--- config.mk ---
export PLATFORM = sky130hd
export DESIGN_NAME = ex_stage
export DESIGN_NICKNAME = d
export VERILOG_FILES = /design/src/verilog/ex_pkg.sv /design/src/verilog/ex_alu.sv /design/src/verilog/ex_mult.sv /design/src/verilog/ex_div.sv /design/src/verilog/ex_wb_reg.sv /design/src/verilog/ex_stage.sv
export SDC_FILE = /design/constraint.sdc
export NUM_CORES = 2
export LEC_CHECK = 0
export ABC_AREA = 1
export BUFFER_PORTS_ARGS = -buffer_cell sky130_fd_sc_hd__buf_4
export CAP_MARGIN = 20
export CORE_ASPECT_RATIO = 1.1
export CORE_UTILIZATION = 40
export CTS_CLUSTER_SIZE = 25
export DETAILED_ROUTE_END_ITERATION = 8
export GPL_ROUTABILITY_DRIVEN = 0
export SYNTH_ARGS = -nofsm -noshare
export SYNTH_HDL_FRONTEND = slang
export SYNTH_SLANG_ARGS = --single-unit
--- constraint.sdc ---
create_clock -name clk -period 5.35 [get_ports clk]
set_input_delay 0.2675 -clock clk [delete_from_list [all_inputs] [get_ports clk]]
set_output_delay 0.2675 -clock clk [all_outputs]
set_load 0.02 [all_outputs]
--- src/verilog/ex_pkg.sv ---
////////////////////
// Shared widths, data vector types and operation encodings
// for the execute stage and its functional units
////////////////////

package ex_pkg;

  // Datapath widths
  localparam int XLEN       = 32;
  localparam int REG_ADDR_W = 5;
  localparam int SHAMT_W    = 5;

  // Divider iteration counter, one bit wider than the iteration index
  localparam int DIV_CNT_W  = 6;

  // Data word for operands, results and PCs
  typedef logic [XLEN-1:0]       word_t;
  typedef logic [REG_ADDR_W-1:0] reg_addr_t;
  typedef logic [SHAMT_W-1:0]    shamt_t;

  // Functional unit select
  typedef enum logic [1:0] {
    UNIT_ALU = 2'd0,
    UNIT_MUL = 2'd1,
    UNIT_DIV = 2'd2
  } unit_e;

  // ALU operations, branch compares in the upper half
  typedef enum logic [3:0] {
    ALU_ADD, ALU_SUB, ALU_AND, ALU_OR,
    ALU_XOR, ALU_SLL, ALU_SRL, ALU_SRA,
    ALU_SLT, ALU_SLTU, ALU_EQ, ALU_NE,
    ALU_LT, ALU_GE, ALU_LTU, ALU_GEU
  } alu_op_e;

  // Multiply operations
  typedef enum logic [1:0] {MUL_MUL, MUL_MULH, MUL_MULHSU, MUL_MULHU} mul_op_e;

  // Divide and remainder operations
  typedef enum logic [1:0] {DIV_DIV, DIV_DIVU, DIV_REM, DIV_REMU} div_op_e;

  // Divider FSM states
  typedef enum logic [1:0] {DIV_IDLE, DIV_RUN, DIV_DONE} div_state_e;

endpackage

--- src/verilog/ex_alu.sv ---
////////////////////
// Single-cycle ALU
// Add, subtract, logic, shifts, set-less-than and branch compares
////////////////////

`timescale 1ns/1ns

module ex_alu (
  input  ex_pkg::alu_op_e alu_op_i,
  input  ex_pkg::word_t   operand_a_i,
  input  ex_pkg::word_t   operand_b_i,
  output ex_pkg::word_t   result_o,
  output logic            cmp_result_o
);

  ex_pkg::shamt_t shamt;
  ex_pkg::word_t  sum;
  ex_pkg::word_t  diff;
  logic           lt_signed;
  logic           lt_unsigned;
  logic           equal;

  // Shift amount from the low bits of operand b
  assign shamt = operand_b_i[ex_pkg::SHAMT_W-1:0];

  assign sum  = operand_a_i + operand_b_i;
  assign diff = operand_a_i - operand_b_i;

  // Magnitude and equality compares
  assign lt_signed   = $signed(operand_a_i) < $signed(operand_b_i);
  assign lt_unsigned = operand_a_i < operand_b_i;
  assign equal       = operand_a_i == operand_b_i;

  ////////////////////
  // Compare result
  ////////////////////

  always_comb begin
    unique case (alu_op_i)
      ex_pkg::ALU_SLT,
      ex_pkg::ALU_LT:   cmp_result_o = lt_signed;
      ex_pkg::ALU_SLTU,
      ex_pkg::ALU_LTU:  cmp_result_o = lt_unsigned;
      ex_pkg::ALU_GE:   cmp_result_o = !lt_signed;
      ex_pkg::ALU_GEU:  cmp_result_o = !lt_unsigned;
      ex_pkg::ALU_EQ:   cmp_result_o = equal;
      ex_pkg::ALU_NE:   cmp_result_o = !equal;
      // Non-compare operations
      default:          cmp_result_o = 1'b0;
    endcase
  end

  ////////////////////
  // Main result
  ////////////////////

  always_comb begin
    unique case (alu_op_i)
      ex_pkg::ALU_ADD:  result_o = sum;
      ex_pkg::ALU_SUB:  result_o = diff;
      ex_pkg::ALU_AND:  result_o = operand_a_i & operand_b_i;
      ex_pkg::ALU_OR:   result_o = operand_a_i | operand_b_i;
      ex_pkg::ALU_XOR:  result_o = operand_a_i ^ operand_b_i;
      ex_pkg::ALU_SLL:  result_o = operand_a_i << shamt;
      ex_pkg::ALU_SRL:  result_o = operand_a_i >> shamt;
      // Arithmetic shift keeps the sign bit
      ex_pkg::ALU_SRA:  result_o = ex_pkg::word_t'($signed(operand_a_i) >>> shamt);
      // Set-less-than returns the compare as 0 or 1
      ex_pkg::ALU_SLT,
      ex_pkg::ALU_SLTU: result_o = {{(ex_pkg::XLEN-1){1'b0}}, cmp_result_o};
      // Branch compares write nothing
      default:          result_o = '0;
    endcase
  end

endmodule

--- src/verilog/ex_mult.sv ---
////////////////////
// Two-cycle multiplier
// MUL, MULH, MULHSU and MULHU with a registered 64-bit product
////////////////////

`timescale 1ns/1ns

module ex_mult (
  input  logic            clk,
  input  logic            rst_n,
  input  logic            start_i,
  input  logic            kill_i,
  input  ex_pkg::mul_op_e mul_op_i,
  input  ex_pkg::word_t   operand_a_i,
  input  ex_pkg::word_t   operand_b_i,
  input  logic            ready_i,
  output logic            ready_o,
  output logic            valid_o,
  output ex_pkg::word_t   result_o
);

  logic                               a_signed;
  logic                               b_signed;
  logic signed [ex_pkg::XLEN:0]       a_ext;
  logic signed [ex_pkg::XLEN:0]       b_ext;
  logic signed [2*ex_pkg::XLEN+1:0]   product;
  logic        [2*ex_pkg::XLEN-1:0]   prod_q;
  ex_pkg::mul_op_e                    op_q;
  logic                               valid_q;
  logic                               load;

  // Operand signedness per operation, MUL low half does not care
  assign a_signed = (mul_op_i != ex_pkg::MUL_MULHU);
  assign b_signed = (mul_op_i == ex_pkg::MUL_MUL) || (mul_op_i == ex_pkg::MUL_MULH);

  // One extra bit carries the sign or a zero
  assign a_ext   = {a_signed & operand_a_i[ex_pkg::XLEN-1], operand_a_i};
  assign b_ext   = {b_signed & operand_b_i[ex_pkg::XLEN-1], operand_b_i};
  assign product = a_ext * b_ext;

  // Capture on the first start cycle only
  assign load = start_i && !valid_q;

  always_ff @(posedge clk or negedge rst_n) begin
    if (!rst_n) begin
      valid_q <= 1'b0;
    end else if (kill_i || (valid_q && ready_i)) begin
      valid_q <= 1'b0;
    end else if (load) begin
      valid_q <= 1'b1;
    end
  end

  // Product and operation held until the result leaves
  always_ff @(posedge clk) begin
    if (load) begin
      prod_q <= product[2*ex_pkg::XLEN-1:0];
      op_q   <= mul_op_i;
    end
  end

  assign valid_o  = valid_q;
  assign ready_o  = valid_q && ready_i;
  assign result_o = (op_q == ex_pkg::MUL_MUL) ? prod_q[ex_pkg::XLEN-1:0]
                                              : prod_q[2*ex_pkg::XLEN-1:ex_pkg::XLEN];

  // Held instruction still matches the captured operation
  a_op_held: assert property (@(posedge clk) disable iff (!rst_n)
    valid_o && start_i |-> mul_op_i == op_q);

endmodule

--- src/verilog/ex_div.sv ---
////////////////////
// Iterative restoring divider
// DIV, DIVU, REM and REMU, 32 iterations on absolute values
// Divide by zero and signed overflow finish early
////////////////////

`timescale 1ns/1ns

module ex_div (
  input  logic            clk,
  input  logic            rst_n,
  input  logic            start_i,
  input  logic            kill_i,
  input  ex_pkg::div_op_e div_op_i,
  input  ex_pkg::word_t   operand_a_i,
  input  ex_pkg::word_t   operand_b_i,
  input  logic            ready_i,
  output logic            ready_o,
  output logic            valid_o,
  output ex_pkg::word_t   result_o
);

  ex_pkg::div_state_e           state_q;
  ex_pkg::div_op_e              op_q;
  logic [ex_pkg::DIV_CNT_W-1:0] cnt_q;
  ex_pkg::word_t                quot_q;
  ex_pkg::word_t                rem_q;
  ex_pkg::word_t                divisor_q;
  logic                         quot_neg_q;
  logic                         rem_neg_q;

  logic                         op_signed;
  logic                         a_neg;
  logic                         b_neg;
  ex_pkg::word_t                a_abs;
  ex_pkg::word_t                b_abs;
  logic                         div_zero;
  logic                         overflow;
  logic                         accept;
  logic [ex_pkg::XLEN:0]        rem_shift;
  logic [ex_pkg::XLEN:0]        rem_diff;
  logic                         rem_ge;
  ex_pkg::word_t                rem_next;

  ////////////////////
  // Operand setup
  ////////////////////

  assign op_signed = (div_op_i == ex_pkg::DIV_DIV) || (div_op_i == ex_pkg::DIV_REM);
  assign a_neg     = op_signed && operand_a_i[ex_pkg::XLEN-1];
  assign b_neg     = op_signed && operand_b_i[ex_pkg::XLEN-1];
  assign a_abs     = a_neg ? -operand_a_i : operand_a_i;
  assign b_abs     = b_neg ? -operand_b_i : operand_b_i;

  // RISC-V special cases
  assign div_zero = (operand_b_i == '0);
  assign overflow = op_signed && (operand_b_i == '1) &&
                    (operand_a_i == {1'b1, {(ex_pkg::XLEN-1){1'b0}}});

  assign accept = (state_q == ex_pkg::DIV_IDLE) && start_i;

  // One restoring step, next dividend bit shifted into the partial remainder
  assign rem_shift = {rem_q, quot_q[ex_pkg::XLEN-1]};
  assign rem_diff  = rem_shift - {1'b0, divisor_q};
  assign rem_ge    = rem_shift >= {1'b0, divisor_q};
  assign rem_next  = rem_ge ? rem_diff[ex_pkg::XLEN-1:0] : rem_shift[ex_pkg::XLEN-1:0];

  ////////////////////
  // FSM
  ////////////////////

  always_ff @(posedge clk or negedge rst_n) begin
    if (!rst_n) begin
      state_q <= ex_pkg::DIV_IDLE;
      cnt_q   <= '0;
    end else if (kill_i) begin
      state_q <= ex_pkg::DIV_IDLE;
    end else begin
      unique case (state_q)
        ex_pkg::DIV_IDLE: begin
          if (start_i) begin
            cnt_q   <= '0;
            state_q <= (div_zero || overflow) ? ex_pkg::DIV_DONE : ex_pkg::DIV_RUN;
          end
        end
        ex_pkg::DIV_RUN: begin
          cnt_q <= cnt_q + 1'b1;
          // Last of the XLEN iterations
          if (cnt_q == (ex_pkg::DIV_CNT_W)'(ex_pkg::XLEN - 1)) begin
            state_q <= ex_pkg::DIV_DONE;
          end
        end
        ex_pkg::DIV_DONE: begin
          if (ready_i) begin
            state_q <= ex_pkg::DIV_IDLE;
          end
        end
        default: state_q <= ex_pkg::DIV_IDLE;
      endcase
    end
  end

  // Datapath, quotient bits enter from the right as the dividend leaves
  always_ff @(posedge clk) begin
    if (accept) begin
      op_q <= div_op_i;
      if (div_zero) begin
        quot_q     <= '1;
        rem_q      <= operand_a_i;
        quot_neg_q <= 1'b0;
        rem_neg_q  <= 1'b0;
      end else if (overflow) begin
        quot_q     <= operand_a_i;
        rem_q      <= '0;
        quot_neg_q <= 1'b0;
        rem_neg_q  <= 1'b0;
      end else begin
        quot_q     <= a_abs;
        rem_q      <= '0;
        divisor_q  <= b_abs;
        quot_neg_q <= a_neg ^ b_neg;
        rem_neg_q  <= a_neg;
      end
    end else if (state_q == ex_pkg::DIV_RUN) begin
      rem_q  <= rem_next;
      quot_q <= {quot_q[ex_pkg::XLEN-2:0], rem_ge};
    end
  end

  // Sign fix, remainder follows the dividend
  always_comb begin
    if ((op_q == ex_pkg::DIV_DIV) || (op_q == ex_pkg::DIV_DIVU)) begin
      result_o = quot_neg_q ? -quot_q : quot_q;
    end else begin
      result_o = rem_neg_q ? -rem_q : rem_q;
    end
  end

  assign valid_o = (state_q == ex_pkg::DIV_DONE);
  assign ready_o = valid_o && ready_i;

  // Stage issues one start per divide
  a_start_idle: assert property (@(posedge clk) disable iff (!rst_n)
    start_i |-> state_q == ex_pkg::DIV_IDLE);

endmodule

--- src/verilog/ex_wb_reg.sv ---
////////////////////
// Result select and execute-to-writeback register
////////////////////

`timescale 1ns/1ns

module ex_wb_reg (
  input  logic              clk,
  input  logic              rst_n,
  input  logic              ex_valid_i,
  input  ex_pkg::unit_e     unit_i,
  input  ex_pkg::word_t     alu_result_i,
  input  ex_pkg::word_t     mul_result_i,
  input  ex_pkg::word_t     div_result_i,
  input  logic              rd_we_i,
  input  ex_pkg::reg_addr_t rd_addr_i,
  input  logic              wb_ready_i,
  output logic              wb_valid_o,
  output logic              wb_rd_we_o,
  output ex_pkg::reg_addr_t wb_rd_addr_o,
  output ex_pkg::word_t     wb_rd_data_o
);

  ex_pkg::word_t result;
  logic          load;

  // Result of the unit that holds the instruction
  always_comb begin
    unique case (unit_i)
      ex_pkg::UNIT_MUL: result = mul_result_i;
      ex_pkg::UNIT_DIV: result = div_result_i;
      default:          result = alu_result_i;
    endcase
  end

  assign load = ex_valid_i && wb_ready_i;

  // Valid and write enable, bubble when ready with nothing to load
  always_ff @(posedge clk or negedge rst_n) begin
    if (!rst_n) begin
      wb_valid_o <= 1'b0;
      wb_rd_we_o <= 1'b0;
    end else if (load) begin
      wb_valid_o <= 1'b1;
      // Branches come with rd_we_i low
      wb_rd_we_o <= rd_we_i;
    end else if (wb_ready_i) begin
      wb_valid_o <= 1'b0;
      wb_rd_we_o <= 1'b0;
    end
  end

  // Payload
  always_ff @(posedge clk) begin
    if (load) begin
      wb_rd_addr_o <= rd_addr_i;
      wb_rd_data_o <= result;
    end
  end

endmodule

--- src/verilog/ex_stage.sv ---
////////////////////
// Execute stage top level
// Kill and halt gating, unit starts and handshakes, branch decision,
// ALU, multiplier, divider and the writeback register
////////////////////

`timescale 1ns/1ns

module ex_stage (
  input  logic              clk,
  input  logic              rst_n,
  input  logic              instr_valid_i,
  input  logic              kill_i,
  input  logic              halt_i,
  input  logic              dit_en_i,
  input  ex_pkg::unit_e     unit_i,
  input  ex_pkg::alu_op_e   alu_op_i,
  input  ex_pkg::mul_op_e   mul_op_i,
  input  ex_pkg::div_op_e   div_op_i,
  input  ex_pkg::word_t     operand_a_i,
  input  ex_pkg::word_t     operand_b_i,
  input  logic              rd_we_i,
  input  ex_pkg::reg_addr_t rd_addr_i,
  input  logic              is_branch_i,
  input  ex_pkg::word_t     branch_target_i,
  input  ex_pkg::word_t     fallthrough_pc_i,
  input  logic              wb_ready_i,
  output logic              ex_ready_o,
  output logic              branch_decision_o,
  output ex_pkg::word_t     branch_target_o,
  output logic              wb_valid_o,
  output logic              wb_rd_we_o,
  output ex_pkg::reg_addr_t wb_rd_addr_o,
  output ex_pkg::word_t     wb_rd_data_o
);

  logic          instr_valid;
  logic          mul_start;
  logic          div_start;
  logic          div_busy_q;
  logic          unit_ready_in;
  logic          unit_ready;
  logic          ex_valid;
  ex_pkg::word_t alu_result;
  logic          alu_cmp;
  logic          mul_ready;
  logic          mul_valid;
  ex_pkg::word_t mul_result;
  logic          div_ready;
  logic          div_valid;
  ex_pkg::word_t div_result;
  logic          branch_valid;

  // Instruction after kill and halt
  assign instr_valid = instr_valid_i && !kill_i && !halt_i;

  // Multiplier start is a level and the divider gets one start per instruction
  assign mul_start = instr_valid && (unit_i == ex_pkg::UNIT_MUL);
  assign div_start = instr_valid && (unit_i == ex_pkg::UNIT_DIV) && !div_busy_q;

  // Results must not leave a unit while halted
  assign unit_ready_in = wb_ready_i && !halt_i;

  // Divide issued and not yet left the stage
  always_ff @(posedge clk or negedge rst_n) begin
    if (!rst_n) begin
      div_busy_q <= 1'b0;
    end else if (kill_i || (instr_valid_i && ex_ready_o)) begin
      div_busy_q <= 1'b0;
    end else if (div_start) begin
      div_busy_q <= 1'b1;
    end
  end

  ////////////////////
  // Stage handshake
  ////////////////////

  // ALU is always valid and ready on downstream ready
  always_comb begin
    unique case (unit_i)
      ex_pkg::UNIT_MUL: begin
        unit_ready = mul_ready;
        ex_valid   = instr_valid && mul_valid;
      end
      ex_pkg::UNIT_DIV: begin
        unit_ready = div_ready;
        ex_valid   = instr_valid && div_valid;
      end
      default: begin
        unit_ready = wb_ready_i;
        ex_valid   = instr_valid;
      end
    endcase
  end

  // Kill drops the instruction at once and halt holds it
  assign ex_ready_o = kill_i || (unit_ready && !halt_i);

  ////////////////////
  // Branch decision
  ////////////////////

  assign branch_valid = instr_valid_i && !kill_i && is_branch_i;

  // With DIT every branch is taken and not-taken goes to the sequential PC
  always_comb begin
    if (dit_en_i) begin
      branch_decision_o = branch_valid;
      branch_target_o   = alu_cmp ? branch_target_i : fallthrough_pc_i;
    end else begin
      branch_decision_o = branch_valid && alu_cmp;
      branch_target_o   = branch_target_i;
    end
  end

  // Functional units
  ex_alu u_alu (
    .alu_op_i     (alu_op_i),
    .operand_a_i  (operand_a_i),
    .operand_b_i  (operand_b_i),
    .result_o     (alu_result),
    .cmp_result_o (alu_cmp)
  );

  ex_mult u_mult (
    .clk         (clk),
    .rst_n       (rst_n),
    .start_i     (mul_start),
    .kill_i      (kill_i),
    .mul_op_i    (mul_op_i),
    .operand_a_i (operand_a_i),
    .operand_b_i (operand_b_i),
    .ready_i     (unit_ready_in),
    .ready_o     (mul_ready),
    .valid_o     (mul_valid),
    .result_o    (mul_result)
  );

  ex_div u_div (
    .clk         (clk),
    .rst_n       (rst_n),
    .start_i     (div_start),
    .kill_i      (kill_i),
    .div_op_i    (div_op_i),
    .operand_a_i (operand_a_i),
    .operand_b_i (operand_b_i),
    .ready_i     (unit_ready_in),
    .ready_o     (div_ready),
    .valid_o     (div_valid),
    .result_o    (div_result)
  );

  // Writeback register
  ex_wb_reg u_wb_reg (
    .clk          (clk),
    .rst_n        (rst_n),
    .ex_valid_i   (ex_valid),
    .unit_i       (unit_i),
    .alu_result_i (alu_result),
    .mul_result_i (mul_result),
    .div_result_i (div_result),
    .rd_we_i      (rd_we_i),
    .rd_addr_i    (rd_addr_i),
    .wb_ready_i   (wb_ready_i),
    .wb_valid_o   (wb_valid_o),
    .wb_rd_we_o   (wb_rd_we_o),
    .wb_rd_addr_o (wb_rd_addr_o),
    .wb_rd_data_o (wb_rd_data_o)
  );

  // Kill returns both units to idle by the next cycle
  a_kill_no_valid: assert property (@(posedge clk) disable iff (!rst_n)
    kill_i |=> !mul_valid && !div_valid);

endmodule

==> impl_results.md <==
- Root Buffer: clkbuf_16
- TritonCTS Buffers: 27
- Synth area leaders: fa_1 35%, nand2_1 13%, inv_1 12%
- Slowest cell on crit path: fa_1
- H-tree Lvls: 1
- Clock Latency Late Sink: 0.58 ns
- Min-delay worst type: in2async
- Final worst clock skew: 0.02111 ns
- NumNets Final: around 11,000
- Synth Area in XOR/XNOR: 0.02162
- CP top delay family: adder cells
- # fillers: 14,900
- Share of synthesized registers carrying an async set or reset: 0.05607
- Syn Inst Count: between 8,000 and 9,000
- Die H: 420.3 um
- Synth Flop Type: edfxtp_1
- Status: complete, but fails checks
- Synth Area in Compound Gates: 0.08536
- Seq/Total Area, Yosys: 0.1001
- Clock Path Buffers: 3
- Distinct cells, synth: 65
- Initial Util: 0.4028
- Overflow after GRT: 0
- Routed vias/inst: 5.644
- Wire per inst: 25.14 um
- Synthesized area per cell: 7.319 um^2
- Global-route wire length before repair: 423.5 mm
- Max Slew Vio Count: 0
- Crit path buf inv count: 11
- # placed instances: about 11,000
- Post-DP HPWL: roughly 230 mm
- Clock sink total: 214
- Initial antenna violation count: 26
- Vias in the first global route: 65,067
- First-pass DRT Iterations: 9
- Area Overhead vs Synth: 26.32%
- GRT Total Usage: 0.3589
- Adder-Cell Fraction of Synth Area: 0.4236
- Number of synthesized flops with an enable pin: ~200
- Die W: 382.2 um
- Failing checks: design-rule violations, negative setup slack
- Relative slew slack: 0.08831
- Worst Setup Path Type: in2reg
- Fmax: 144.2 MHz
- Leading area contributor after synthesis: fa_1
- Top cell type's share of synthesized area: 0.3550
- Crit. End Element: register
- Slew @ Worst Pin: 1.350 ns
- Tmin final: 6.936 ns
- WL final: 291.6 mm
- Synth warn: 0
- CTS tree: done
- Max-cap violations: 0
- Iter 0 DRT Violations: 9,155
- Most frequent cell after synthesis: nand2_1
- Final setup vio count: 52
- Maximum number of pins on one net before global-route repair: 68
- Unrepaired setup endpoints after global routing: true
- Post-Synth Simple-Gate Area: 0.2230
- Crit-path most repeated cell: fa_1
- Synth top cells by count: 2,210 x nand2_1, 1,968 x inv_1, 1,128 x fa_1
- Post-Syn Area: 63,610 um^2
- Syn Nets: 10,320
- Buffers on Ports: between 200 and 250
- Share of cells above drive strength 1: 0.2009
- Fin crit share: 1.296
- Slowest stage delay, CP: around 0.6 ns
- Critical Path RT: 5.68 ns
- Row count: roughly 150
- CTS clk-pin slew, worst paths: around 0.060 ns
- Worst path arrival time: approximately 7.3 ns
- Die ar.: 160,600 um^2
- Final Hold Violating Endpoints: 0
- IO Count: 225
- Nature of the critical path startpoint: input port
- Remaining DRCs: 85
- Worst setup margin: -1.586 ns
- Post-synthesis mux area share: 0.001888
- Vias: 65,462
- Layout Cells excl Fill: 11,598
- DRT antenna net count: 0
- Crit Path Max Fanout: 4
- Largest family of logic cells by synthesized area: adder cells
- Synthesis-stage register bit count: 214
- Core area: 157,900 um^2
[per-stage QoR]
step | hold WS [ns] | util | setup TNS [ns] | worst slack [ns] | area (um^2)
after global placement | 0.1166 | 0.4661 | -95.31 | -2.197 | 73610
after global routing | 0.09211 | 0.5086 | -62.50 | -1.750 | 80320
after floorplan | -0.02809 | - | -50.58 | -1.581 | 64830
final | 0.07683 | 0.5088 | -56.66 | -1.586 | 80350
after detailed placement | 0.1244 | 0.4661 | -97.59 | -2.199 | 73610
after CTS | 0.07390 | 0.4994 | -46.70 | -1.243 | 78880
[final cells by class]
cell class | instances | area, um^2 | area share
Multi-Input combinational cell | 6074 | 51540 | 0.6414
Antenna cell | 21 | 52.55 | 0.0006540
Timing Repair Buffer | 1163 | 11430 | 0.1422
Sequential cell | 214 | 6366 | 0.07923
Tap cell | 2092 | 2618 | 0.03258
Clock buffer | 30 | 686.9 | 0.008549
Clock inverter | 16 | 117.6 | 0.001464
Inverter | 1988 | 7546 | 0.09391
[path summary, 6_finish.rpt]
check / cells after the start / startpoint / to / slack (ns)
worst max-delay path: 32 / operand_a_i[31] / u_mult.prod_q[62]$_DFFE_PP_ / -1.59
worst min register to register: 1 / u_wb_reg.wb_valid_o$_DFFE_PN0P_ / u_wb_reg.wb_valid_o$_DFFE_PN0P_ / 0.49
min in group clk: 3 / wb_ready_i / u_wb_reg.wb_valid_o$_DFFE_PN0P_ / 0.08
worst min-delay path: 2 / rst_n / u_div.state_q[0]$_DFFE_PN0P_ / 0.08
max in group asynchronous: 2 / rst_n / u_div.cnt_q[4]$_DFFE_PN0P_ / 5.10
worst max register to register: 14 / u_div.rem_q[0]$_DFFE_PP_ / u_wb_reg.wb_rd_data_o[22]$_DFFE_PP_ / 1.55
[state kept, by name, indices dropped and copies added, names as in the netlist]
name                   flops
u_mult.valid_o             1
u_div.divisor_q           32
u_wb_reg.wb_valid_o        1
u_wb_reg.wb_rd_data_o     32
u_div.state_q              2
u_wb_reg.wb_rd_addr_o      5
u_div.quot_q              32
u_mult.op_q                2
u_div.quot_neg_q           1
u_wb_reg.wb_rd_we_o        1
u_div.cnt_q                6
u_mult.prod_q             64
div_busy_q                 1
u_div.rem_neg_q            1
u_div.rem_q               32
u_div.op_q                 1
[what timing repair did]
item / 4_1_cts / 5_1_grt
setup endpoints to repair: 54 / 54
pin swaps: 342 / 183
setup buffers: 124 / 48
hold endpoints to repair: 23 / 0
resized for setup: 681 / 264
cloned: 19 / 2
hold buffers: 11 / 0
[routing by layer]
metal  routed length, um  track usage
met3               37930       0.1232
met4               29790       0.2711
met2              122800       0.5386
met5                 407      0.01457
met1              100700       0.4222
[cells in the final DEF (no fill, tap or decap), types with 99 or more instances in the layout]
cell type     n
buf_4       876
nor2_1      490
nand2_1    2107
fa_1       1058
inv_2       111
ha_1        278
a21oi_1     247
xor2_1       99
inv_1      1846
o21ai_0     362
buf_6       103
nand3_1     443
buf_12      127
edfxtp_1    202
[cell families after synthesis]
kind of cell	count (synthesis)
flops	214
simple gates	3466
compound gates	962
xor+xnor	157
fa+ha+maj	1477
mux	12
buf+inv	2403
Power is left out: the tool's default activity adds up to more than one toggle a clock period on the data nets, which glitch-free logic cannot reach.
